--- src/rtl/rca_lsq_pkg.sv ---
package rca_lsq_pkg;

    // Array geometry
    localparam int GRID_NUM_ROWS = 4;
    localparam int ROW_W = $clog2(GRID_NUM_ROWS);

    // Request fields
    localparam int XLEN = 32;
    localparam int FN3_W = 3;

    // Packet ids, also the id FIFO depth
    // MAX_IDS must be a power of two so pointers wrap on their own
    localparam int MAX_IDS = 4;
    localparam int ID_W = $clog2(MAX_IDS);

    typedef logic [ID_W-1:0] id_t;

    // Credits toward the load/store unit
    localparam int LSU_CREDITS = 2;
    localparam int CREDIT_W = $clog2(LSU_CREDITS + 1);

endpackage

--- src/rtl/id_fifo.sv ---
module id_fifo (
    input logic clk,
    input logic arst_n,
    input logic push,
    input logic pop,
    input rca_lsq_pkg::id_t data_in,
    output rca_lsq_pkg::id_t data_out,
    output logic valid,
    output logic full
);
    import rca_lsq_pkg::*;

    id_t id_mem [MAX_IDS];
    id_t rd_ptr;
    id_t wr_ptr;
    logic [ID_W:0] count;

    // Id storage
    always_ff @(posedge clk) begin
        if (push) begin
            id_mem[wr_ptr] <= data_in;
        end
    end

    always_ff @(posedge clk or negedge arst_n) begin
        if (!arst_n) begin
            rd_ptr <= '0;
            wr_ptr <= '0;
            count <= '0;
        end else begin
            if (push) begin
                wr_ptr <= wr_ptr + 1'b1; // Wraps at MAX_IDS
            end
            if (pop) begin
                rd_ptr <= rd_ptr + 1'b1;
            end
            case ({push, pop})
                2'b10: count <= count + 1'b1;
                2'b01: count <= count - 1'b1;
                default: count <= count; // Both or neither
            endcase
        end
    end

    assign data_out = id_mem[rd_ptr];
    assign valid = (count != '0);
    assign full = (count == (ID_W + 1)'(MAX_IDS));

endmodule

--- src/rtl/packet_store.sv ---
module packet_store (
    input logic clk,
    input logic wr_en,
    input rca_lsq_pkg::id_t wr_id,
    input rca_lsq_pkg::id_t rd_id,
    input logic [rca_lsq_pkg::XLEN-1:0] row_addr_in [rca_lsq_pkg::GRID_NUM_ROWS],
    input logic [rca_lsq_pkg::XLEN-1:0] row_data_in [rca_lsq_pkg::GRID_NUM_ROWS],
    input logic [rca_lsq_pkg::FN3_W-1:0] row_fn3_in [rca_lsq_pkg::GRID_NUM_ROWS],
    input logic [rca_lsq_pkg::GRID_NUM_ROWS-1:0] row_load_in,
    input logic [rca_lsq_pkg::GRID_NUM_ROWS-1:0] row_store_in,
    input logic [rca_lsq_pkg::GRID_NUM_ROWS-1:0] row_valid_in,
    output logic [rca_lsq_pkg::XLEN-1:0] row_addr_out [rca_lsq_pkg::GRID_NUM_ROWS],
    output logic [rca_lsq_pkg::XLEN-1:0] row_data_out [rca_lsq_pkg::GRID_NUM_ROWS],
    output logic [rca_lsq_pkg::FN3_W-1:0] row_fn3_out [rca_lsq_pkg::GRID_NUM_ROWS],
    output logic [rca_lsq_pkg::GRID_NUM_ROWS-1:0] row_load_out,
    output logic [rca_lsq_pkg::GRID_NUM_ROWS-1:0] row_store_out,
    output logic [rca_lsq_pkg::GRID_NUM_ROWS-1:0] row_valid_out
);
    import rca_lsq_pkg::*;

    logic [XLEN-1:0] addr_mem [MAX_IDS][GRID_NUM_ROWS];
    logic [XLEN-1:0] data_mem [MAX_IDS][GRID_NUM_ROWS];
    logic [FN3_W-1:0] fn3_mem [MAX_IDS][GRID_NUM_ROWS];
    logic [GRID_NUM_ROWS-1:0] load_mem [MAX_IDS];
    logic [GRID_NUM_ROWS-1:0] store_mem [MAX_IDS];
    logic [GRID_NUM_ROWS-1:0] valid_mem [MAX_IDS]; // Row request bits

    // Whole packet written at capture
    always_ff @(posedge clk) begin
        if (wr_en) begin
            for (int i = 0; i < GRID_NUM_ROWS; i++) begin
                addr_mem[wr_id][i] <= row_addr_in[i];
                data_mem[wr_id][i] <= row_data_in[i];
                fn3_mem[wr_id][i] <= row_fn3_in[i];
            end
            load_mem[wr_id] <= row_load_in;
            store_mem[wr_id] <= row_store_in;
            valid_mem[wr_id] <= row_valid_in;
        end
    end

    always_comb begin
        for (int i = 0; i < GRID_NUM_ROWS; i++) begin
            row_addr_out[i] = addr_mem[rd_id][i];
            row_data_out[i] = data_mem[rd_id][i];
            row_fn3_out[i] = fn3_mem[rd_id][i];
        end
    end

    assign row_load_out = load_mem[rd_id];
    assign row_store_out = store_mem[rd_id];
    assign row_valid_out = valid_mem[rd_id];

endmodule

--- src/rtl/rca_lsq.sv ---
module rca_lsq (
    input logic clk,
    input logic arst_n,
    input logic [rca_lsq_pkg::GRID_NUM_ROWS-1:0] new_request,
    input logic [rca_lsq_pkg::XLEN-1:0] addr [rca_lsq_pkg::GRID_NUM_ROWS],
    input logic [rca_lsq_pkg::XLEN-1:0] data [rca_lsq_pkg::GRID_NUM_ROWS],
    input logic [rca_lsq_pkg::FN3_W-1:0] fn3 [rca_lsq_pkg::GRID_NUM_ROWS],
    input logic [rca_lsq_pkg::GRID_NUM_ROWS-1:0] load,
    input logic [rca_lsq_pkg::GRID_NUM_ROWS-1:0] store,
    output logic fifo_full,
    output logic lsu_new_request,
    output logic [rca_lsq_pkg::XLEN-1:0] lsu_addr,
    output logic [rca_lsq_pkg::XLEN-1:0] lsu_data,
    output logic [rca_lsq_pkg::FN3_W-1:0] lsu_fn3,
    output logic lsu_load,
    output logic lsu_store,
    output logic lsu_lock,
    input logic credit_return
);
    import rca_lsq_pkg::*;

    id_t next_id;
    id_t head_id;
    logic pushed_bit;
    logic popped_bit;
    logic capture;
    logic fifo_valid;
    logic packet_done;
    logic [ROW_W-1:0] next_row;

    logic [XLEN-1:0] head_addr [GRID_NUM_ROWS];
    logic [XLEN-1:0] head_data [GRID_NUM_ROWS];
    logic [FN3_W-1:0] head_fn3 [GRID_NUM_ROWS];
    logic [GRID_NUM_ROWS-1:0] head_load;
    logic [GRID_NUM_ROWS-1:0] head_store;
    logic [GRID_NUM_ROWS-1:0] head_valid_rows;

    // Empty packets are never captured
    assign capture = (pushed_bit == popped_bit) && (|new_request);

    always_ff @(posedge clk or negedge arst_n) begin
        if (!arst_n) begin
            next_id <= '0;
        end else if (capture) begin
            next_id <= next_id + 1'b1;
        end
    end

    toggle_memory id_pushed (
        .clk(clk),
        .arst_n(arst_n),
        .toggle(capture),
        .toggle_id(next_id),
        .read_id(next_id),
        .read_data(pushed_bit)
    );

    toggle_memory id_popped (
        .clk(clk),
        .arst_n(arst_n),
        .toggle(packet_done),
        .toggle_id(head_id),
        .read_id(next_id),
        .read_data(popped_bit)
    );

    id_fifo packet_ids (
        .clk(clk),
        .arst_n(arst_n),
        .push(capture),
        .pop(packet_done),
        .data_in(next_id),
        .data_out(head_id),
        .valid(fifo_valid),
        .full(fifo_full)
    );

    packet_store packets (
        .clk(clk),
        .wr_en(capture),
        .wr_id(next_id),
        .rd_id(head_id),
        .row_addr_in(addr),
        .row_data_in(data),
        .row_fn3_in(fn3),
        .row_load_in(load),
        .row_store_in(store),
        .row_valid_in(new_request),
        .row_addr_out(head_addr),
        .row_data_out(head_data),
        .row_fn3_out(head_fn3),
        .row_load_out(head_load),
        .row_store_out(head_store),
        .row_valid_out(head_valid_rows)
    );

    request_selector selector (
        .clk(clk),
        .arst_n(arst_n),
        .head_valid(fifo_valid),
        .row_valid(head_valid_rows),
        .credit_return(credit_return),
        .next_row(next_row),
        .issue(lsu_new_request),
        .packet_done(packet_done)
    );

    // Selected row toward the LSU
    assign lsu_addr = head_addr[next_row];
    assign lsu_data = head_data[next_row];
    assign lsu_fn3 = head_fn3[next_row];
    assign lsu_load = head_load[next_row];
    assign lsu_store = head_store[next_row];

    assign lsu_lock = fifo_valid; // Any packet in flight

endmodule

--- src/rtl/request_selector.sv ---
module request_selector (
    input logic clk,
    input logic arst_n,
    input logic head_valid,
    input logic [rca_lsq_pkg::GRID_NUM_ROWS-1:0] row_valid,
    input logic credit_return,
    output logic [rca_lsq_pkg::ROW_W-1:0] next_row,
    output logic issue,
    output logic packet_done
);
    import rca_lsq_pkg::*;

    logic [GRID_NUM_ROWS-1:0] completed;
    logic [GRID_NUM_ROWS-1:0] pending;
    logic row_found;
    logic [CREDIT_W-1:0] credits;
    logic credit_avail;

    assign pending = row_valid & ~completed;
    assign row_found = |pending;

    // Lowest pending row wins
    always_comb begin
        next_row = '0;
        for (int i = GRID_NUM_ROWS - 1; i >= 0; i--) begin
            if (pending[i]) begin
                next_row = ROW_W'(i);
            end
        end
    end

    assign credit_avail = (credits != '0);
    assign issue = head_valid && row_found && credit_avail;

    // Head drained, so release it
    assign packet_done = head_valid && !row_found;

    // Completion mask of the head packet
    always_ff @(posedge clk or negedge arst_n) begin
        if (!arst_n) begin
            completed <= '0;
        end else if (packet_done) begin
            completed <= '0;
        end else if (issue) begin
            completed[next_row] <= 1'b1;
        end
    end

    always_ff @(posedge clk or negedge arst_n) begin
        if (!arst_n) begin
            credits <= CREDIT_W'(LSU_CREDITS);
        end else begin
            case ({issue, credit_return})
                2'b10: credits <= credits - 1'b1; // Spend one
                2'b01: credits <= credits + 1'b1;
                default: credits <= credits;
            endcase
        end
    end

endmodule

--- src/rtl/toggle_memory.sv ---
module toggle_memory (
    input logic clk,
    input logic arst_n,
    input logic toggle,
    input rca_lsq_pkg::id_t toggle_id,
    input rca_lsq_pkg::id_t read_id,
    output logic read_data
);
    import rca_lsq_pkg::*;

    // One bit per packet id
    logic [MAX_IDS-1:0] id_bits;

    always_ff @(posedge clk or negedge arst_n) begin
        if (!arst_n) begin
            id_bits <= '0;
        end else if (toggle) begin
            id_bits[toggle_id] <= ~id_bits[toggle_id];
        end
    end

    assign read_data = id_bits[read_id]; // Combinational lookup

endmodule

--- config.mk ---
export PLATFORM = sky130hd
export DESIGN_NAME = rca_lsq
export DESIGN_NICKNAME = d
export VERILOG_FILES = /design/src/rtl/rca_lsq_pkg.sv /design/src/rtl/id_fifo.sv /design/src/rtl/packet_store.sv /design/src/rtl/rca_lsq.sv /design/src/rtl/request_selector.sv /design/src/rtl/toggle_memory.sv
export SDC_FILE = /design/constraint.sdc
export NUM_CORES = 1
export LEC_CHECK = 0
export BUFFER_PORTS_ARGS = -buffer_cell sky130_fd_sc_hd__buf_2
export CAP_MARGIN = 30
export CORE_UTILIZATION = 35
export CTS_CLUSTER_DIAMETER = 50
export DETAILED_ROUTE_END_ITERATION = 8
export HOLD_SLACK_MARGIN = 0.06
export RECOVER_POWER = 100
export SLEW_MARGIN = 15
export SYNTH_ARGS = -nofsm -noshare
export SYNTH_HDL_FRONTEND = slang
export SYNTH_HIERARCHICAL = 1
export SYNTH_SLANG_ARGS = --single-unit
--- constraint.sdc ---
create_clock -name clk -period 29.8 [get_ports clk]
set_input_delay 2.98 -clock clk [delete_from_list [all_inputs] [get_ports clk]]
set_output_delay 2.98 -clock clk [all_outputs]
set_load 0.1 [all_outputs]
==> flow_summary.json <==
{
  "postCtsSetupRepairBufs": 0,
  "post-route-min-period_ps": 12900,
  "drive_above_1_share_pct": 25.3,
  "drc": 0,
  "multi_input_area_um2": 8580,
  "first_pass_iters": 7,
  "cts_max_path_buffers": 3,
  "cts.sinks": 1151,
  "ys_seq_area_share_pct": 79.0,
  "synth.top_cell.area_share_pct": 77.6,
  "finalSetupTns_ps": 0,
  "setup.worst_path.class": "flip-flop to output pin",
  "grt_pass1_vias": 20800,
  "synth-edff-count": 1128,
  "postSynthAreaPerCell_um2": 26.2,
  "syn_nets": 1954,
  "postRouteWirelength_um": 91200,
  "die_h_um": 355,
  "setup_slack_ps": 16900,
  "cts_max_level": 4,
  "finalHoldViolCount": 0,
  "yosysWarnings": 6,
  "yosysUniqueCellTypes": 40,
  "dp_hpwl_um": 56000,
  "synthCells": 1664,
  "slew_viol_final": 1129,
  "syn_to_final_growth_pct": 16.8,
  "hold_buffers": 0,
  "worstPathArrival_ps": 9920,
  "setup_viol": 0,
  "overflow": 0,
  "grt_start_max_net_pins": 147,
  "vias_per_cell": 5.03,
  "antenna_found_initial": 35,
  "status": "finished with violations",
  "grt_pass1_wl_um": 135000,
  "vias": 19400,
  "maxSlewHeadroom_pct": -550,
  "synth_top_cell_by_area": "edfxtp_1",
  "initial_core_util_pct": 35.3,
  "drtIter0Drc": 1703,
  "layout.nets": 2396,
  "wl_per_cell_um": 23.7,
  "insertion_delay_ps": 760,
  "die_width_um": 355,
  "regArea_um2": 34400,
  "syn_area_um2": 43600,
  "core_um2": 124000,
  "clock_skew_ps": 28.4,
  "finalCritPeriodShare_pct": 43.3,
  "hold_path.class": "flip-flop to flip-flop",
  "die_area_um2": 126000,
  "crit_required_ps": 26820,
  "max_freq_mhz": 77.5,
  "dp_slack_ps": 21550,
  "n_fill_cell": 10900,
  "tightest_slew_ps": 9750,
  "portBuffers": 354,
  "path_clk_slew_ps": 60,
  "gp_congestion": 0.744,
  "timing.critical_path.fanout_max": 37,
  "synth-seq-cells": 1151,
  "grt_usage_pct": 14.6,
  "cts_resized": 0,
  "rsz0062_at_grt": "no",
  "rows": 129,
  "cp-end-kind": "output pin",
  "violations": "max-capacitance violations, max-slew violations",
  "cp-start-kind": "flip-flop",
  "ant_nets": 0,
  "synth_area_leaders": "edfxtp_1, mux4_2, dfrtp_1",
  "root_buffer": "clkbuf_16",
  "tritoncts": "built",
  "hold_slack_ps": 474,
  "maxCapViolations": 20,
  "numCtsBuffers": 130,
  "ys.flop_type": "edfxtp_1",
  "pin_count": 355,
  "synthArstFlopShare_pct": 2.00
}
## per-layer routing
| metal | track usage [%] | share of wire [%] | up-vias |
|---|---|---|---|
| li1 | - | - | 8226 |
| met1 | 18.5 | 40 | 10300 |
| met2 | 23.1 | 49 | 614 |
| met3 | 5.27 | 8.4 | 189 |
| met4 | 4.74 | 2.2 | 52 |
| met5 | 0 | 0.38 | - |
## Yosys cell counts, types with 2 or more instances
cell type / n
a31oi_1: 2
and2_1: 4
and2_4: 2
and3_1: 2
and3b_1: 2
buf_12: 2
buf_2: 33
buf_4: 5
buf_6: 24
clkbuf_1: 15
dfrtp_1: 22
edfxtp_1: 1128
ha_1: 6
inv_1: 3
mux4_1: 2
mux4_2: 351
nand2_1: 4
nand2b_4: 3
nand3_1: 3
nand3b_1: 4
nand4_1: 2
nor2_1: 4
nor3b_1: 3
nor3b_2: 2
o21ai_0: 2
o2bb2ai_1: 2
xnor2_1: 10
xor2_1: 10
## worst max-delay path, stage by stage (launching register included)
cell      delay, ps
dfrtp_1         440
mux4_2          960
clkbuf_1        850
mux4_2          620
nand2b_1        240
nand2_1         150
nor2_4           90
clkbuf_1       1970
clkbuf_1       2110
mux4_2          570
clkbuf_1       1140
## worst paths after layout
check | from | end | slack [ps] | cells past startpoint
max in group asynchronous | arst_n | selector/credits[0]$_DFFE_PN0P_ | 26450 | 1
min in group asynchronous | arst_n | id_pushed/id_bits[2]$_DFFE_PN0P_ | 2540 | 1
hold reg to reg | id_popped/id_bits[0]$_DFFE_PN0P_ | id_popped/id_bits[0]$_DFFE_PN0P_ | 470 | 1
setup / recovery | packet_ids/rd_ptr[0]$_DFFE_PN0P_ | lsu_addr[30] | 16900 | 10
hold / removal | id_popped/id_bits[0]$_DFFE_PN0P_ | id_popped/id_bits[0]$_DFFE_PN0P_ | 470 | 1
setup reg to reg | next_id[0]$_DFFE_PN0P_ | packets/data_mem[3][15]$_DFFE_PP_ | 18520 | 8
## flip-flops by register name, summed over array words and instances (netlist names)
register            cells
id_popped/id_bits       4
id_pushed/id_bits       4
next_id                 2
packet_ids/count        3
packet_ids/id_mem       8
packet_ids/rd_ptr       2
packet_ids/wr_ptr       2
packets/addr_mem      512
packets/data_mem      512
packets/fn3_mem        48
packets/load_mem       16
packets/store_mem      16
packets/valid_mem      16
selector/completed      4
selector/credits        2
## cell type report
type	count	share of cell area [%]
clock inverter	73	1.56
tap	1637	4.02
multi-input combinational	431	16.8
inverter	3	0.0221
antenna	10	0.0491
clock buffer	162	6.80
timing repair buffer	389	3.08
sequential	1151	67.6
## cell families after synthesis
family	Yosys count	synth area share, %
AO/OA/AOI/OAI	11	0.178
XOR/XNOR	20	0.402
adder cells (fa/ha/maj)	7	0.218
buffers and inverters	82	1.33
flip-flops	1151	79.0
multiplexers	354	18.3
AND/OR/NAND/NOR	39	0.634
## through the flow
| step | utilization [%] | instances | instance area [um^2] |
|---|---|---|---|
| after floorplan | - | 1664 | 43600 |
| after global placement | 38.1 | 3603 | 47200 |
| after detailed placement | 38.2 | 3606 | 47200 |
| after CTS | 41.7 | 3841 | 51500 |
| after global routing | 41.2 | 3850 | 50900 |
| final | 41.2 | 3856 | 51000 |
## cells in the final DEF, fill, tap and decap left out, types with 3 or more instances in the layout
master | netlist | routed
and2_0 | 0 | 5
xnor2_1 | 10 | 10
diode_2 | 0 | 10
ha_1 | 6 | 6
clkbuf_8 | 0 | 3
buf_2 | 33 | 3
nor3b_1 | 3 | 5
buf_4 | 5 | 7
nand3b_1 | 4 | 4
nand2b_1 | 1 | 3
bufinv_16 | 0 | 10
clkbuf_1 | 15 | 401
mux4_2 | 351 | 352
dfrtp_1 | 22 | 22
clkinv_4 | 0 | 3
clkinv_2 | 0 | 13
nand2_1 | 4 | 4
clkbuf_16 | 0 | 133
inv_1 | 3 | 3
nand3_1 | 3 | 3
inv_6 | 0 | 7
inv_16 | 0 | 7
clkinv_1 | 0 | 26
edfxtp_1 | 1128 | 1128
xor2_1 | 10 | 10
clkinv_8 | 0 | 3
nor2_1 | 4 | 3
Power is not shown: default switching activity piles up to over one toggle a cycle in this logic, so the estimate is an artifact.
